<file path="src/source/decode_params.svh">
`ifndef DECODE_PARAMS_SVH
`define DECODE_PARAMS_SVH

`define DATA_W       32
`define GREG_N       16
`define GREG_ID_W    4
`define PREG_N       4
`define PREG_ID_W    2
`define PREG_RESET   4'b0011  // p0 = p1 = 1, p2 = p3 = 0
`define OPCODE_W     6
`define IMM_FIELD_W  23
`define ALU_OP_W     4
`define EXT_SEL_W    2

// memory
`define OP_LD        6'h23
`define OP_ST        6'h24
// predicate logic and value tests
`define OP_RTOP      6'h26
`define OP_ANDP      6'h27
`define OP_ORP       6'h28
`define OP_XORP      6'h29
`define OP_NOTP      6'h2a
`define OP_ISNEG     6'h2b
`define OP_ISZERO    6'h2c
// immediate arithmetic
`define OP_LDI       6'h25
`define OP_ANDI      6'h11
`define OP_ORI       6'h12
`define OP_XORI      6'h13
`define OP_ADDI      6'h14
`define OP_SUBI      6'h15
`define OP_MULI      6'h16
`define OP_DIVI      6'h17
`define OP_MODI      6'h18
`define OP_SHLI      6'h19
`define OP_SHRI      6'h1a
// register arithmetic
`define OP_NEG       6'h05
`define OP_NOT       6'h06
`define OP_AND       6'h07
`define OP_OR        6'h08
`define OP_XOR       6'h09
`define OP_ADD       6'h0a
`define OP_SUB       6'h0b
`define OP_MUL       6'h0c
`define OP_DIV       6'h0d
`define OP_MOD       6'h0e
`define OP_SHL       6'h0f
`define OP_SHR       6'h10
// jumps
`define OP_JALI      6'h1b
`define OP_JALR      6'h1c
`define OP_JMPI      6'h1d
`define OP_JMPR      6'h1e

`define ALU_NOP      4'd0
`define ALU_ADD      4'd1
`define ALU_SUB      4'd2
`define ALU_MUL      4'd3
`define ALU_DIV      4'd4
`define ALU_MOD      4'd5
`define ALU_SHL      4'd6
`define ALU_SHR      4'd7
`define ALU_AND      4'd8
`define ALU_OR       4'd9
`define ALU_XOR      4'd10
`define ALU_NEG      4'd11
`define ALU_NOT      4'd12
`define ALU_LDI      4'd13
`define ALU_LINK     4'd14

// predicate unit ops share the alu_op lines
`define PRED_AND     4'd1
`define PRED_OR      4'd2
`define PRED_XOR     4'd3
`define PRED_NOT     4'd4
`define PRED_RTOP    4'd5
`define PRED_ISNEG   4'd6
`define PRED_ISZERO  4'd7

`define EXT_NONE     2'd0
`define EXT_15       2'd1
`define EXT_23       2'd2
`define EXT_19       2'd3

`endif

</file>
<file path="src/source/decode_pkg.sv">
`include "decode_params.svh"

package decode_pkg;

  // one instruction word, read either with register ids or with an immediate
  typedef union packed {
    struct packed {
      logic                                    guard_en;
      logic [`PREG_ID_W-1:0]                   guard_id;
      logic [`OPCODE_W-1:0]                    opcode;
      logic [`GREG_ID_W-1:0]                   rz;
      logic [`GREG_ID_W-1:0]                   ry;
      logic [`GREG_ID_W-1:0]                   rx;
      logic [`IMM_FIELD_W-3*`GREG_ID_W-1:0]    unused;
    } reg_view;
    struct packed {
      logic                                    guard_en;
      logic [`PREG_ID_W-1:0]                   guard_id;
      logic [`OPCODE_W-1:0]                    opcode;
      logic [`IMM_FIELD_W-1:0]                 imm_field;  // width depends on opcode
    } imm_view;
  } instr_t;

endpackage

</file>
<file path="src/source/instr_decoder.sv">
`timescale 1ns/1ns
`include "decode_params.svh"

module instr_decoder (
  input  decode_pkg::instr_t      inst,
  output logic [`GREG_ID_W-1:0]   x_id,
  output logic [`GREG_ID_W-1:0]   y_id,
  output logic [`GREG_ID_W-1:0]   z_id,
  output logic [`EXT_SEL_W-1:0]   ext_sel,
  output logic [`ALU_OP_W-1:0]    alu_op,
  output logic                    pf_imm,
  output logic                    src2_imm,
  output logic                    link,
  output logic                    mem_read,
  output logic                    mem_write,
  output logic                    wb_from_mem,
  output logic                    wb_pred,
  output logic                    wb_greg,
  output logic                    is_jump,
  output logic                    jump_imm,
  output logic                    has_ry,
  output logic                    has_rx
);

  logic [18:0] ctrl;
  logic        x_from_z;  // st and jmpr read rz on the x port

  // row layout: {has_rx has_ry}, {greg pred from_mem}, {mem_w mem_r}, {link src2_imm},
  // alu_op, {pf_imm jump_imm is_jump}, ext_sel, x_from_z
  always_comb
  begin
    case (inst.reg_view.opcode)
      `OP_LD:     ctrl = {2'b01, 3'b101, 2'b01, 2'b01, `ALU_ADD, 3'b100, `EXT_15, 1'b0};
      `OP_ST:     ctrl = {2'b01, 3'b000, 2'b10, 2'b01, `ALU_ADD, 3'b100, `EXT_15, 1'b1};
      `OP_ANDP:   ctrl = {2'b00, 3'b010, 2'b00, 2'b00, `PRED_AND, 3'b000, `EXT_NONE, 1'b0};
      `OP_ORP:    ctrl = {2'b00, 3'b010, 2'b00, 2'b00, `PRED_OR, 3'b000, `EXT_NONE, 1'b0};
      `OP_XORP:   ctrl = {2'b00, 3'b010, 2'b00, 2'b00, `PRED_XOR, 3'b000, `EXT_NONE, 1'b0};
      `OP_NOTP:   ctrl = {2'b00, 3'b010, 2'b00, 2'b00, `PRED_NOT, 3'b000, `EXT_NONE, 1'b0};
      `OP_RTOP:   ctrl = {2'b01, 3'b010, 2'b00, 2'b00, `PRED_RTOP, 3'b000, `EXT_NONE, 1'b0};
      `OP_ISNEG:  ctrl = {2'b01, 3'b010, 2'b00, 2'b00, `PRED_ISNEG, 3'b000, `EXT_NONE, 1'b0};
      `OP_ISZERO: ctrl = {2'b01, 3'b010, 2'b00, 2'b00, `PRED_ISZERO, 3'b000, `EXT_NONE, 1'b0};
      `OP_LDI:    ctrl = {2'b00, 3'b100, 2'b00, 2'b01, `ALU_LDI, 3'b100, `EXT_19, 1'b0};
      `OP_ADDI:   ctrl = {2'b01, 3'b100, 2'b00, 2'b01, `ALU_ADD, 3'b100, `EXT_15, 1'b0};
      `OP_SUBI:   ctrl = {2'b01, 3'b100, 2'b00, 2'b01, `ALU_SUB, 3'b100, `EXT_15, 1'b0};
      `OP_MULI:   ctrl = {2'b01, 3'b100, 2'b00, 2'b01, `ALU_MUL, 3'b100, `EXT_15, 1'b0};
      `OP_DIVI:   ctrl = {2'b01, 3'b100, 2'b00, 2'b01, `ALU_DIV, 3'b100, `EXT_15, 1'b0};
      `OP_MODI:   ctrl = {2'b01, 3'b100, 2'b00, 2'b01, `ALU_MOD, 3'b100, `EXT_15, 1'b0};
      `OP_SHLI:   ctrl = {2'b01, 3'b100, 2'b00, 2'b01, `ALU_SHL, 3'b100, `EXT_15, 1'b0};
      `OP_SHRI:   ctrl = {2'b01, 3'b100, 2'b00, 2'b01, `ALU_SHR, 3'b100, `EXT_15, 1'b0};
      `OP_ANDI:   ctrl = {2'b01, 3'b100, 2'b00, 2'b01, `ALU_AND, 3'b100, `EXT_15, 1'b0};
      `OP_ORI:    ctrl = {2'b01, 3'b100, 2'b00, 2'b01, `ALU_OR, 3'b100, `EXT_15, 1'b0};
      `OP_XORI:   ctrl = {2'b01, 3'b100, 2'b00, 2'b01, `ALU_XOR, 3'b100, `EXT_15, 1'b0};
      `OP_ADD:    ctrl = {2'b11, 3'b100, 2'b00, 2'b00, `ALU_ADD, 3'b100, `EXT_NONE, 1'b0};
      `OP_SUB:    ctrl = {2'b11, 3'b100, 2'b00, 2'b00, `ALU_SUB, 3'b100, `EXT_NONE, 1'b0};
      `OP_MUL:    ctrl = {2'b11, 3'b100, 2'b00, 2'b00, `ALU_MUL, 3'b100, `EXT_NONE, 1'b0};
      `OP_DIV:    ctrl = {2'b11, 3'b100, 2'b00, 2'b00, `ALU_DIV, 3'b100, `EXT_NONE, 1'b0};
      `OP_MOD:    ctrl = {2'b11, 3'b100, 2'b00, 2'b00, `ALU_MOD, 3'b100, `EXT_NONE, 1'b0};
      `OP_SHL:    ctrl = {2'b11, 3'b100, 2'b00, 2'b00, `ALU_SHL, 3'b100, `EXT_NONE, 1'b0};
      `OP_SHR:    ctrl = {2'b11, 3'b100, 2'b00, 2'b00, `ALU_SHR, 3'b100, `EXT_NONE, 1'b0};
      `OP_AND:    ctrl = {2'b11, 3'b100, 2'b00, 2'b00, `ALU_AND, 3'b100, `EXT_NONE, 1'b0};
      `OP_OR:     ctrl = {2'b11, 3'b100, 2'b00, 2'b00, `ALU_OR, 3'b100, `EXT_NONE, 1'b0};
      `OP_XOR:    ctrl = {2'b11, 3'b100, 2'b00, 2'b00, `ALU_XOR, 3'b100, `EXT_NONE, 1'b0};
      `OP_NEG:    ctrl = {2'b01, 3'b100, 2'b00, 2'b00, `ALU_NEG, 3'b100, `EXT_NONE, 1'b0};
      `OP_NOT:    ctrl = {2'b01, 3'b100, 2'b00, 2'b00, `ALU_NOT, 3'b100, `EXT_NONE, 1'b0};
      `OP_JMPI:   ctrl = {2'b00, 3'b000, 2'b00, 2'b00, `ALU_NOP, 3'b011, `EXT_23, 1'b0};
      `OP_JMPR:   ctrl = {2'b10, 3'b000, 2'b00, 2'b00, `ALU_NOP, 3'b001, `EXT_NONE, 1'b1};
      `OP_JALI:   ctrl = {2'b00, 3'b100, 2'b00, 2'b10, `ALU_LINK, 3'b111, `EXT_19, 1'b0};
      `OP_JALR:   ctrl = {2'b10, 3'b100, 2'b00, 2'b10, `ALU_LINK, 3'b101, `EXT_NONE, 1'b0};
      default:    ctrl = '0;  // nop, float ops, unknown
    endcase
  end

  assign {has_rx, has_ry, wb_greg, wb_pred, wb_from_mem, mem_write, mem_read,
          link, src2_imm, alu_op, pf_imm, jump_imm, is_jump, ext_sel, x_from_z} = ctrl;

  assign x_id = x_from_z ? inst.reg_view.rz : inst.reg_view.rx;
  assign y_id = inst.reg_view.ry;
  assign z_id = inst.reg_view.rz;

endmodule

</file>
<file path="src/source/pred_reg_file.sv">
`timescale 1ns/1ns
`include "decode_params.svh"

module pred_reg_file (
  input  logic                   clk,
  input  logic                   rst,
  input  logic [`PREG_ID_W-1:0]  x_id,
  input  logic [`PREG_ID_W-1:0]  y_id,
  input  logic                   wr,
  input  logic [`PREG_ID_W-1:0]  wr_id,
  input  logic                   wr_data,
  input  logic                   guard_en,
  input  logic [`PREG_ID_W-1:0]  guard_id,
  output logic                   px,
  output logic                   py,
  output logic                   pval
);

  logic [`PREG_N-1:0] pregs;

  always_ff @(posedge clk)
  begin
    if (rst)
    begin
      pregs <= `PREG_RESET;
    end
    else if (wr)
    begin
      pregs[wr_id] <= wr_data;  // seen on reads next cycle
    end
  end

  assign px = pregs[x_id];
  assign py = pregs[y_id];

  // unguarded instructions always execute
  assign pval = guard_en ? pregs[guard_id] : 1'b1;

endmodule

</file>
<file path="src/source/gen_reg_file.sv">
`timescale 1ns/1ns
`include "decode_params.svh"

module gen_reg_file (
  input  logic                   clk,
  input  logic                   rst,
  input  logic [`GREG_ID_W-1:0]  x_id,
  input  logic [`GREG_ID_W-1:0]  y_id,
  input  logic                   wr,
  input  logic [`GREG_ID_W-1:0]  wr_id,
  input  logic [`DATA_W-1:0]     wr_data,
  output logic [`DATA_W-1:0]     rx,
  output logic [`DATA_W-1:0]     ry
);

  logic [`DATA_W-1:0] gregs [`GREG_N];

  always_ff @(posedge clk)
  begin
    if (rst)
    begin
      for (int i = 0; i < `GREG_N; i++)
      begin
        gregs[i] <= `DATA_W'(i);  // r_i starts at i
      end
    end
    else if (wr)
    begin
      gregs[wr_id] <= wr_data;
    end
  end

  // no write bypass
  assign rx = gregs[x_id];
  assign ry = gregs[y_id];

endmodule

</file>
<file path="src/source/imm_branch_unit.sv">
`timescale 1ns/1ns
`include "decode_params.svh"

module imm_branch_unit (
  input  decode_pkg::instr_t     inst,
  input  logic [`EXT_SEL_W-1:0]  ext_sel,
  input  logic [`DATA_W-1:0]     pc_next,
  output logic [`DATA_W-1:0]     imm,
  output logic [`DATA_W-1:0]     jmp_target
);

  logic [`IMM_FIELD_W-1:0] field;

  assign field = inst.imm_view.imm_field;

  always_comb
  begin
    case (ext_sel)
      `EXT_15:   imm = {{(`DATA_W-15){field[14]}}, field[14:0]};  // loads, stores, alu imm
      `EXT_23:   imm = {{(`DATA_W-23){field[22]}}, field[22:0]};  // jmpi
      `EXT_19:   imm = {{(`DATA_W-19){field[18]}}, field[18:0]};  // ldi, jali
      `EXT_NONE: imm = '0;
    endcase
  end

  // pc relative, wraps at 32 bits
  assign jmp_target = pc_next + imm;

endmodule

</file>
<file path="src/source/decode_stage.sv">
`timescale 1ns/1ns
`include "decode_params.svh"

module decode_stage (
  input  logic                   clk,
  input  logic                   rst,
  input  logic [`DATA_W-1:0]     pc_next,
  input  logic [`DATA_W-1:0]     inst,
  input  logic                   p_wr,
  input  logic [`PREG_ID_W-1:0]  p_wr_id,
  input  logic                   p_wr_data,
  input  logic                   r_wr,
  input  logic [`GREG_ID_W-1:0]  r_wr_id,
  input  logic [`DATA_W-1:0]     r_wr_data,
  output logic                   px,
  output logic                   py,
  output logic                   pval,
  output logic [`DATA_W-1:0]     rx,
  output logic [`DATA_W-1:0]     ry,
  output logic [`DATA_W-1:0]     imm,
  output logic [`DATA_W-1:0]     jmp_target,
  output logic [`GREG_ID_W-1:0]  z_id,
  output logic [`GREG_ID_W-1:0]  x_id,
  output logic [`GREG_ID_W-1:0]  y_id,
  output logic [`ALU_OP_W-1:0]   alu_op,
  output logic                   pf_imm,
  output logic                   src2_imm,
  output logic                   link,
  output logic                   mem_read,
  output logic                   mem_write,
  output logic                   wb_from_mem,
  output logic                   wb_pred,
  output logic                   wb_greg,
  output logic                   is_jump,
  output logic                   jump_imm,
  output logic                   has_ry,
  output logic                   has_rx
);

  decode_pkg::instr_t         instr;
  logic [`EXT_SEL_W-1:0]      ext_sel;

  assign instr = inst;

  instr_decoder u_instr_decoder (
    .inst        (instr),
    .x_id        (x_id),
    .y_id        (y_id),
    .z_id        (z_id),
    .ext_sel     (ext_sel),
    .alu_op      (alu_op),
    .pf_imm      (pf_imm),
    .src2_imm    (src2_imm),
    .link        (link),
    .mem_read    (mem_read),
    .mem_write   (mem_write),
    .wb_from_mem (wb_from_mem),
    .wb_pred     (wb_pred),
    .wb_greg     (wb_greg),
    .is_jump     (is_jump),
    .jump_imm    (jump_imm),
    .has_ry      (has_ry),
    .has_rx      (has_rx)
  );

  pred_reg_file u_pred_reg_file (
    .clk      (clk),
    .rst      (rst),
    .x_id     (x_id[`PREG_ID_W-1:0]),  // low bits name the predicate
    .y_id     (y_id[`PREG_ID_W-1:0]),
    .wr       (p_wr),
    .wr_id    (p_wr_id),
    .wr_data  (p_wr_data),
    .guard_en (instr.reg_view.guard_en),
    .guard_id (instr.reg_view.guard_id),
    .px       (px),
    .py       (py),
    .pval     (pval)
  );

  gen_reg_file u_gen_reg_file (
    .clk     (clk),
    .rst     (rst),
    .x_id    (x_id),
    .y_id    (y_id),
    .wr      (r_wr),
    .wr_id   (r_wr_id),
    .wr_data (r_wr_data),
    .rx      (rx),
    .ry      (ry)
  );

  imm_branch_unit u_imm_branch_unit (
    .inst       (instr),
    .ext_sel    (ext_sel),
    .pc_next    (pc_next),
    .imm        (imm),
    .jmp_target (jmp_target)
  );

endmodule

</file>
<file path="config.mk">
export PLATFORM = sky130hd
export DESIGN_NAME = decode_stage
export DESIGN_NICKNAME = d
export VERILOG_FILES = /design/src/source/decode_pkg.sv /design/src/source/instr_decoder.sv /design/src/source/pred_reg_file.sv /design/src/source/gen_reg_file.sv /design/src/source/imm_branch_unit.sv /design/src/source/decode_stage.sv
export VERILOG_INCLUDE_DIRS = /design/src /design/src/source
export SDC_FILE = /design/constraint.sdc
export NUM_CORES = 1
export LEC_CHECK = 0
export CORE_ASPECT_RATIO = 2
export CORE_UTILIZATION = 40
export CTS_CLUSTER_DIAMETER = 30
export DETAILED_ROUTE_END_ITERATION = 10
export DONT_BUFFER_PORTS = 1
export MAX_ROUTING_LAYER = met4
export PLACE_DENSITY = 0.57
export RECOVER_POWER = 100
export SYNTH_ARGS = -nofsm -noshare
export SYNTH_HDL_FRONTEND = slang
export SYNTH_SLANG_ARGS = --single-unit
</file>
<file path="constraint.sdc">
create_clock -name clk -period 12.8 [get_ports clk]
set_input_delay 0.64 -clock clk [delete_from_list [all_inputs] [get_ports clk]]
set_output_delay 0.64 -clock clk [all_outputs]
set_load 0.03 [all_outputs]
</file>
# ---- Yosys cells after proc, flatten, opt, wreduce, memory -nomap -nowiden
# Memory sizes are Yosys's and may differ from the RTL's.
# Cells that the tools add are included.
dict set report op_classes {
  n_addsub 1
  order_cmp 5
  eq_ne 3
  mux 20
  reduce_logical 3
}
# operator n
set ops {}
lappend ops {{$pmux 32 s4} 1}
lappend ops {{$add 32x32->32} 1}
lappend ops {{$mux 32} 1}
lappend ops {{$reduce_or 32->1} 1}
lappend ops {{$lt 2x3->1 const B} 4}
lappend ops {{$mux 1} 11}
lappend ops {{$mux 4} 2}
lappend ops {{$bmux 1 s2} 3}
lappend ops {{$bwmux 4} 1}
lappend ops {{$eq 2x2->1 const B} 2}
lappend ops {{$demux 1 s2} 1}
lappend ops {{$eq 2x1->1 const B} 1}
lappend ops {{$ge 2x1->1 const B} 1}
lappend ops {{$logic_not 2->1} 1}
lappend ops {{$logic_and 1x1->1} 1}
dict set report word_totals {
  register_bits 4
  mem_bits_rw 512
  mem_bits_ro 1216
  input_bits 107
  out_inout_bits 159
  wordCells 35
  memories 2
}
# name depth width rd rd_clocked_by_memory_dff write_ports line_no
set mem_list {}
lappend mem_list {{(no name shown)} 64 19 1 0 0 instr_decoder.sv:32} ;# case (inst.reg_view.opcode)
lappend mem_list {u_gen_reg_file.gregs 16 32 2 0 16 gen_reg_file.sv:16} ;# logic [`DATA_W-1:0] gregs [`GREG_N];

# ---- Logic depth before layout (Yosys ltp)
dict set report logic_depth {
  depth_word 5
  mapped_depth 17
  mapped_depth_nobuf 16
}

# ---- Hierarchy
# A second synthesis with hierarchy kept.
dict set report hier_totals {
  hier_cells 2128
  area_unflattened_um2 29689.7
}
# module instances cells_each area_per_inst_um2 seq_area_each_um2
set by_module_without_submodules {}
lappend by_module_without_submodules {gen_reg_file 1 1694 26548.0 15374.7}
lappend by_module_without_submodules {imm_branch_unit 1 294 2088.3 0.0}
lappend by_module_without_submodules {instr_decoder 1 118 802.0 0.0}
lappend by_module_without_submodules {pred_reg_file 1 22 251.5 80.1}

# ---- Worst setup path before layout
# No wires, ideal clock.
dict set report synth_timing {
  kind {input-to-output}
  start {in inst[25]}
  end {out jmp_target[28]}
  arrival_ns 6.131
  t_required_ns 12.160
  slack_ns 6.029
  cell_stages 14
  n_path_buf 2
  cell_sequence {clkbuf_1 -> nand2_1 -> a21oi_1 -> nor2_1 -> o21ai_0 -> ha_1 -> clkbuf_1 -> a21oi_1 -> o21ai_0 -> a21o_1 -> a211o_1 -> a41oi_1 -> nor2_1 -> a311oi_1}
}
dict set report synth_between {
  elab_chain_cells 4
  word_cells_on_any_way 7
  cone_classes {add/sub (1); eq/ne (3); mux (1); reduce/logical (1); memory (1)}
}
# item line_no
set synth_lines {}
lappend synth_lines {{start: declaration} decode_stage.sv:8} ;# input logic [`DATA_W-1:0] inst,
lappend synth_lines {{$mem_v2 64x19 *} --}
lappend synth_lines {{$eq 2x2->1 (tied with other cells)} imm_branch_unit.sv:18} ;# case (ext_sel)
lappend synth_lines {{$pmux 32 s4 *} imm_branch_unit.sv:18}
lappend synth_lines {{named net imm[22]} decode_stage.sv:20} ;# output logic [`DATA_W-1:0] imm,
lappend synth_lines {{$add 32x32->32 *} imm_branch_unit.sv:27} ;# assign jmp_target = pc_next + imm;
lappend synth_lines {{end: declaration} decode_stage.sv:21} ;# output logic [`DATA_W-1:0] jmp_target,
# Mark *: on every way through the listed nets, which the timed path passes. The rest lies on a longest branch.

# ---- Worst setup path in the final report
dict set report layout_timing {
  start {in inst[24]}
  end {out rx[15]}
}
dict set report layout_between {
  elab_chain_cells 3
}
# item line_no
set layout_lines {}
lappend layout_lines {{$mem_v2 64x19} --}
lappend layout_lines {{$mux 4} instr_decoder.sv:76} ;# assign x_id = x_from_z ? inst.reg_view.rz : inst.reg_view.rx;
lappend layout_lines {{named net x_id[1]} decode_stage.sv:23} ;# output logic [`GREG_ID_W-1:0] x_id,
lappend layout_lines {{$mem_v2 16x32} --}
lappend layout_lines {{end: declaration} decode_stage.sv:18} ;# output logic [`DATA_W-1:0] rx,
# The timed path passes the listed nets, and every way through them passes these cells.

==> run_results.csv <==
group,metric,value,unit
min_path,hp-class,"primary input to flop",
timing,tightest_slew,4210,ps
routing,drt_wl_total,104,mm
routing,vias_per_cell,6.40,
power_and_ir_drop,switching_share,0.271,
synth,netlist_area,29800,um2
critical_path,r2r-start,"u_pred_reg_file.pregs[0]",
synth,avgSynthCellArea,13.1,um2
global_route,grt_max_degree,132,
power_and_ir_drop,clockPowerShare,0.437,
clock_tree,ctsLongestPathBuffers,3,
timing,finalSetupViolCount,0,
clock_tree,tritoncts,"yes",
clock_tree,cts_num_sinks,516,
power_and_ir_drop,ir_worst_vdd,110,uV
clock_tree,postCtsSetupRepairBufs,0,
floorplanning,io_pins,266,
run_status,failed_checks,"capacitance limit, slew limit",
synth,synth.distinct_cells,59,
power_and_ir_drop,p_total,4.71,mW
critical_path,max_stage_delay,2860,ps
global_route,grt_pass1_vias,21200,
timing,slew_headroom,-1.81,
synth,netlist_instances,2266,
synth,synth-compound-area-share,0.0583,
flow_run,cap_violations,49,
critical_path,end_kind,"primary output",
floorplanning,num_rows,141,
synth,yosys.area.top_type_share,0.516,
routing,drtIter0Drc,1748,
synth,ys_top_cells_by_area,"edfxtp_1, mux4_2, and2_1, mux2i_1, o22ai_1",
critical_path,critPathTopFamily,"buffers and inverters",
critical_path,worst_setup_path_start_kind,"primary input",
power_and_ir_drop,p_switching,1.27,mW
synth,synth_mux_area_frac,0.213,
floorplanning,core,73700,um2
clock_tree,clkTransAtPathRegs,50,ps
routing,drcViolationCount,0,
critical_path,cp.arrival,8630,ps
floorplanning,initial_core_util,0.404,
critical_path,slowest_stage,"clkbuf_1",
critical_path,crit_start,"inst[24]",
clock_tree,cts_buffers,75,
placement,hpwl,60.3,mm
synth,yosysSeqAreaShare,0.519,
routing,drtAntennaViolNets,0,
synth,synth-seq-cells,516,
synth,synth_simple_gate_area_share,0.150,
floorplanning,die_w,195,um
critical_path,crit_type,"primary input to primary output",
clock_tree,clock_latency,600,ps
clock_tree,cts_hold_buf,0,
timing,timing.fmax,0.108,GHz
synth,synth_edf_count,512,
global_route,grt_use_total,0.282,
clock_tree,ctsResizeCount,0,
run_status,status,"finished, violations left",
synth,yosys.area_share.adder,0.0162,
global_route,grt-ovfl-total,0,
timing,rsz0062_at_grt,"false",
timing,final_hold_viol_count,0,
routing,wl_per_cell,33.1,um
timing,finalCriticalPeriod,9270,ps
routing,drtPass1Iterations,5,
min_path,hp-start,"rst",
global_route,grt_pass1_wl,147,mm
critical_path,worst-path-buf-inv,3,
final_layout,final_common_cell,"edfxtp_1",
floorplanning,die_area,75600,um2
placement,io_buffer_count,0,
power_and_ir_drop,p_seq_frac,0.428,
critical_path,crit_fanout,86,
critical_path,path_cells,"inv_1 -> ha_1 -> nand2_1 -> nor2_1 -> nor2_1 -> mux2i_1 -> inv_8 -> clkbuf_1 -> mux2i_1 -> o22ai_1 -> or4_1",
clock_tree,h-tree-depth,3,
synth,syn_nets,2411,
power_and_ir_drop,p_per_area,144,nW/um2
power_and_ir_drop,power_frac_comb,0.136,
synth,synth_xor_area_frac,0.00853,
routing,num_vias,20200,
placement,place.gp.congestion,0.896,
timing,fin_tns_setup,0,ps
timing,fin_crit_sh,0.724,
synth,synth_area_leader_cell,"edfxtp_1",
synth,async_reset_ff_frac,0,
timing,drv_slew,1085,
final_layout,drive_above_1_share,0.142,
critical_path,required,12160,ps
final_layout,area_delta_synth_final,10.1,%
synth,yosysWarnings,0,
global_route,antenna_found_initial,4,
synth,synth_top_family_by_area,"multiplexers",
synth,synth_top_flop_cell,"edfxtp_1",
power_and_ir_drop,leakage,11.6,nW
floorplanning,dieHeight,388,um
final_layout,mostFrequentLayoutCells,"edfxtp_1, mux2i_1, and2_0",
final_layout,nNetsFinal,2312,
power_and_ir_drop,p_int,3.43,mW
clock_tree,cts_root_buf,"clkbuf_16",
timing,finalClockSkew,0,ps
## power groups by stage
stage | Combinational, mW | Clock (mW) | Sequential [mW]
after floorplan | 0.518 | 0 | 2.02
after global placement | 0.633 | 0 | 2.03
after detailed placement | 0.638 | 0 | 2.04
after CTS | 0.640 | 2.08 | 2.01
after global routing | 0.666 | 2.14 | 2.02
final | 0.638 | 2.06 | 2.01
## per-stage QoR
| stage | cells | instance area (um2) | util | hold WS [ps] | setup slack [ps] |
|---|---|---|---|---|---|
| 6_report | 3158 | 32800 | 0.445 | 144 | 3530 |
| 5_1_grt | 3155 | 32800 | 0.445 | 129 | 3140 |
| 4_1_cts | 3154 | 33000 | 0.447 | 105 | 5850 |
| 3_3_place_gp | 3019 | 30500 | 0.413 | 546 | 5920 |
| 2_1_floorplan | 2266 | 29800 | - | 495 | 6030 |
| 3_5_place_dp | 3019 | 30500 | 0.413 | 537 | 5880 |
## synth_stat cells (3+ instances only)
library cell  number
o21a_1             4
a41oi_1            6
or4_1             32
o211ai_1           8
clkbuf_1         151
buf_6             11
nor2b_1           19
and3_1             3
buf_1             20
buf_4             21
buf_2             17
nand3_1           17
ha_1              37
mux4_2           162
inv_1             10
mux2_2             4
o22ai_1          131
nor4b_1            3
and2_1           484
o21ai_0           26
or3_1             32
xnor2_1           17
nor2_1            56
a21boi_0           6
nor3_1            16
dfxtp_1            4
a21o_1            15
a21oi_1           42
or2_2             17
xor2_1            12
mux2i_1          262
edfxtp_1         512
a211oi_1           7
nand2b_1          12
nand2_1           47
a211o_1            4
a31oi_1            8
nand3b_1           4
## registers in the layout, indices dropped and copies added (netlist names)
signal	flops
u_gen_reg_file.gregs	512
u_pred_reg_file.pregs	4
## logic make-up (layout without fill, tap and decap cells)
family | count (synthesis) | after routing
compound gates | 273 | 273
other cells | 0 | 4
simple gates | 750 | 750
buf+inv | 231 | 190
fa+ha+maj | 38 | 38
xor+xnor | 29 | 29
flops | 516 | 516
mux | 429 | 429
## worst paths after layout
kind	to	slack [ps]	depth (start not counted)
hold reg to reg	u_pred_reg_file.pregs[2]	550	2
hold / removal	u_pred_reg_file.pregs[2]	140	1
setup reg to reg	u_pred_reg_file.pregs[0]	11940	2
setup / recovery	rx[15]	3530	11
## worst register-to-register path, stage by stage, from the launching register on
cell and delay [ps]:
dfxtp_1 340, nor2b_1 140, a211o_1 270
## layer usage
layer | GRT usage | share of wire | wire length, um
met3 | 0.0629 | 0.091 | 9510
met2 | 0.493 | 0.52 | 53800
met1 | 0.298 | 0.34 | 35900
met5 | - | 0 | 0
met4 | 0.140 | 0.049 | 5160
## final cells by class
type	instances	area, um2
timing repair buffer	44	203
fill	6622	40900
clock inverter	53	558
antenna	4	10.0
multi-input combinational	1519	13400
tap	929	1160
sequential	516	15500
clock buffer	82	1950
inverter	11	48.8
Power figures use the tool's default switching activity.
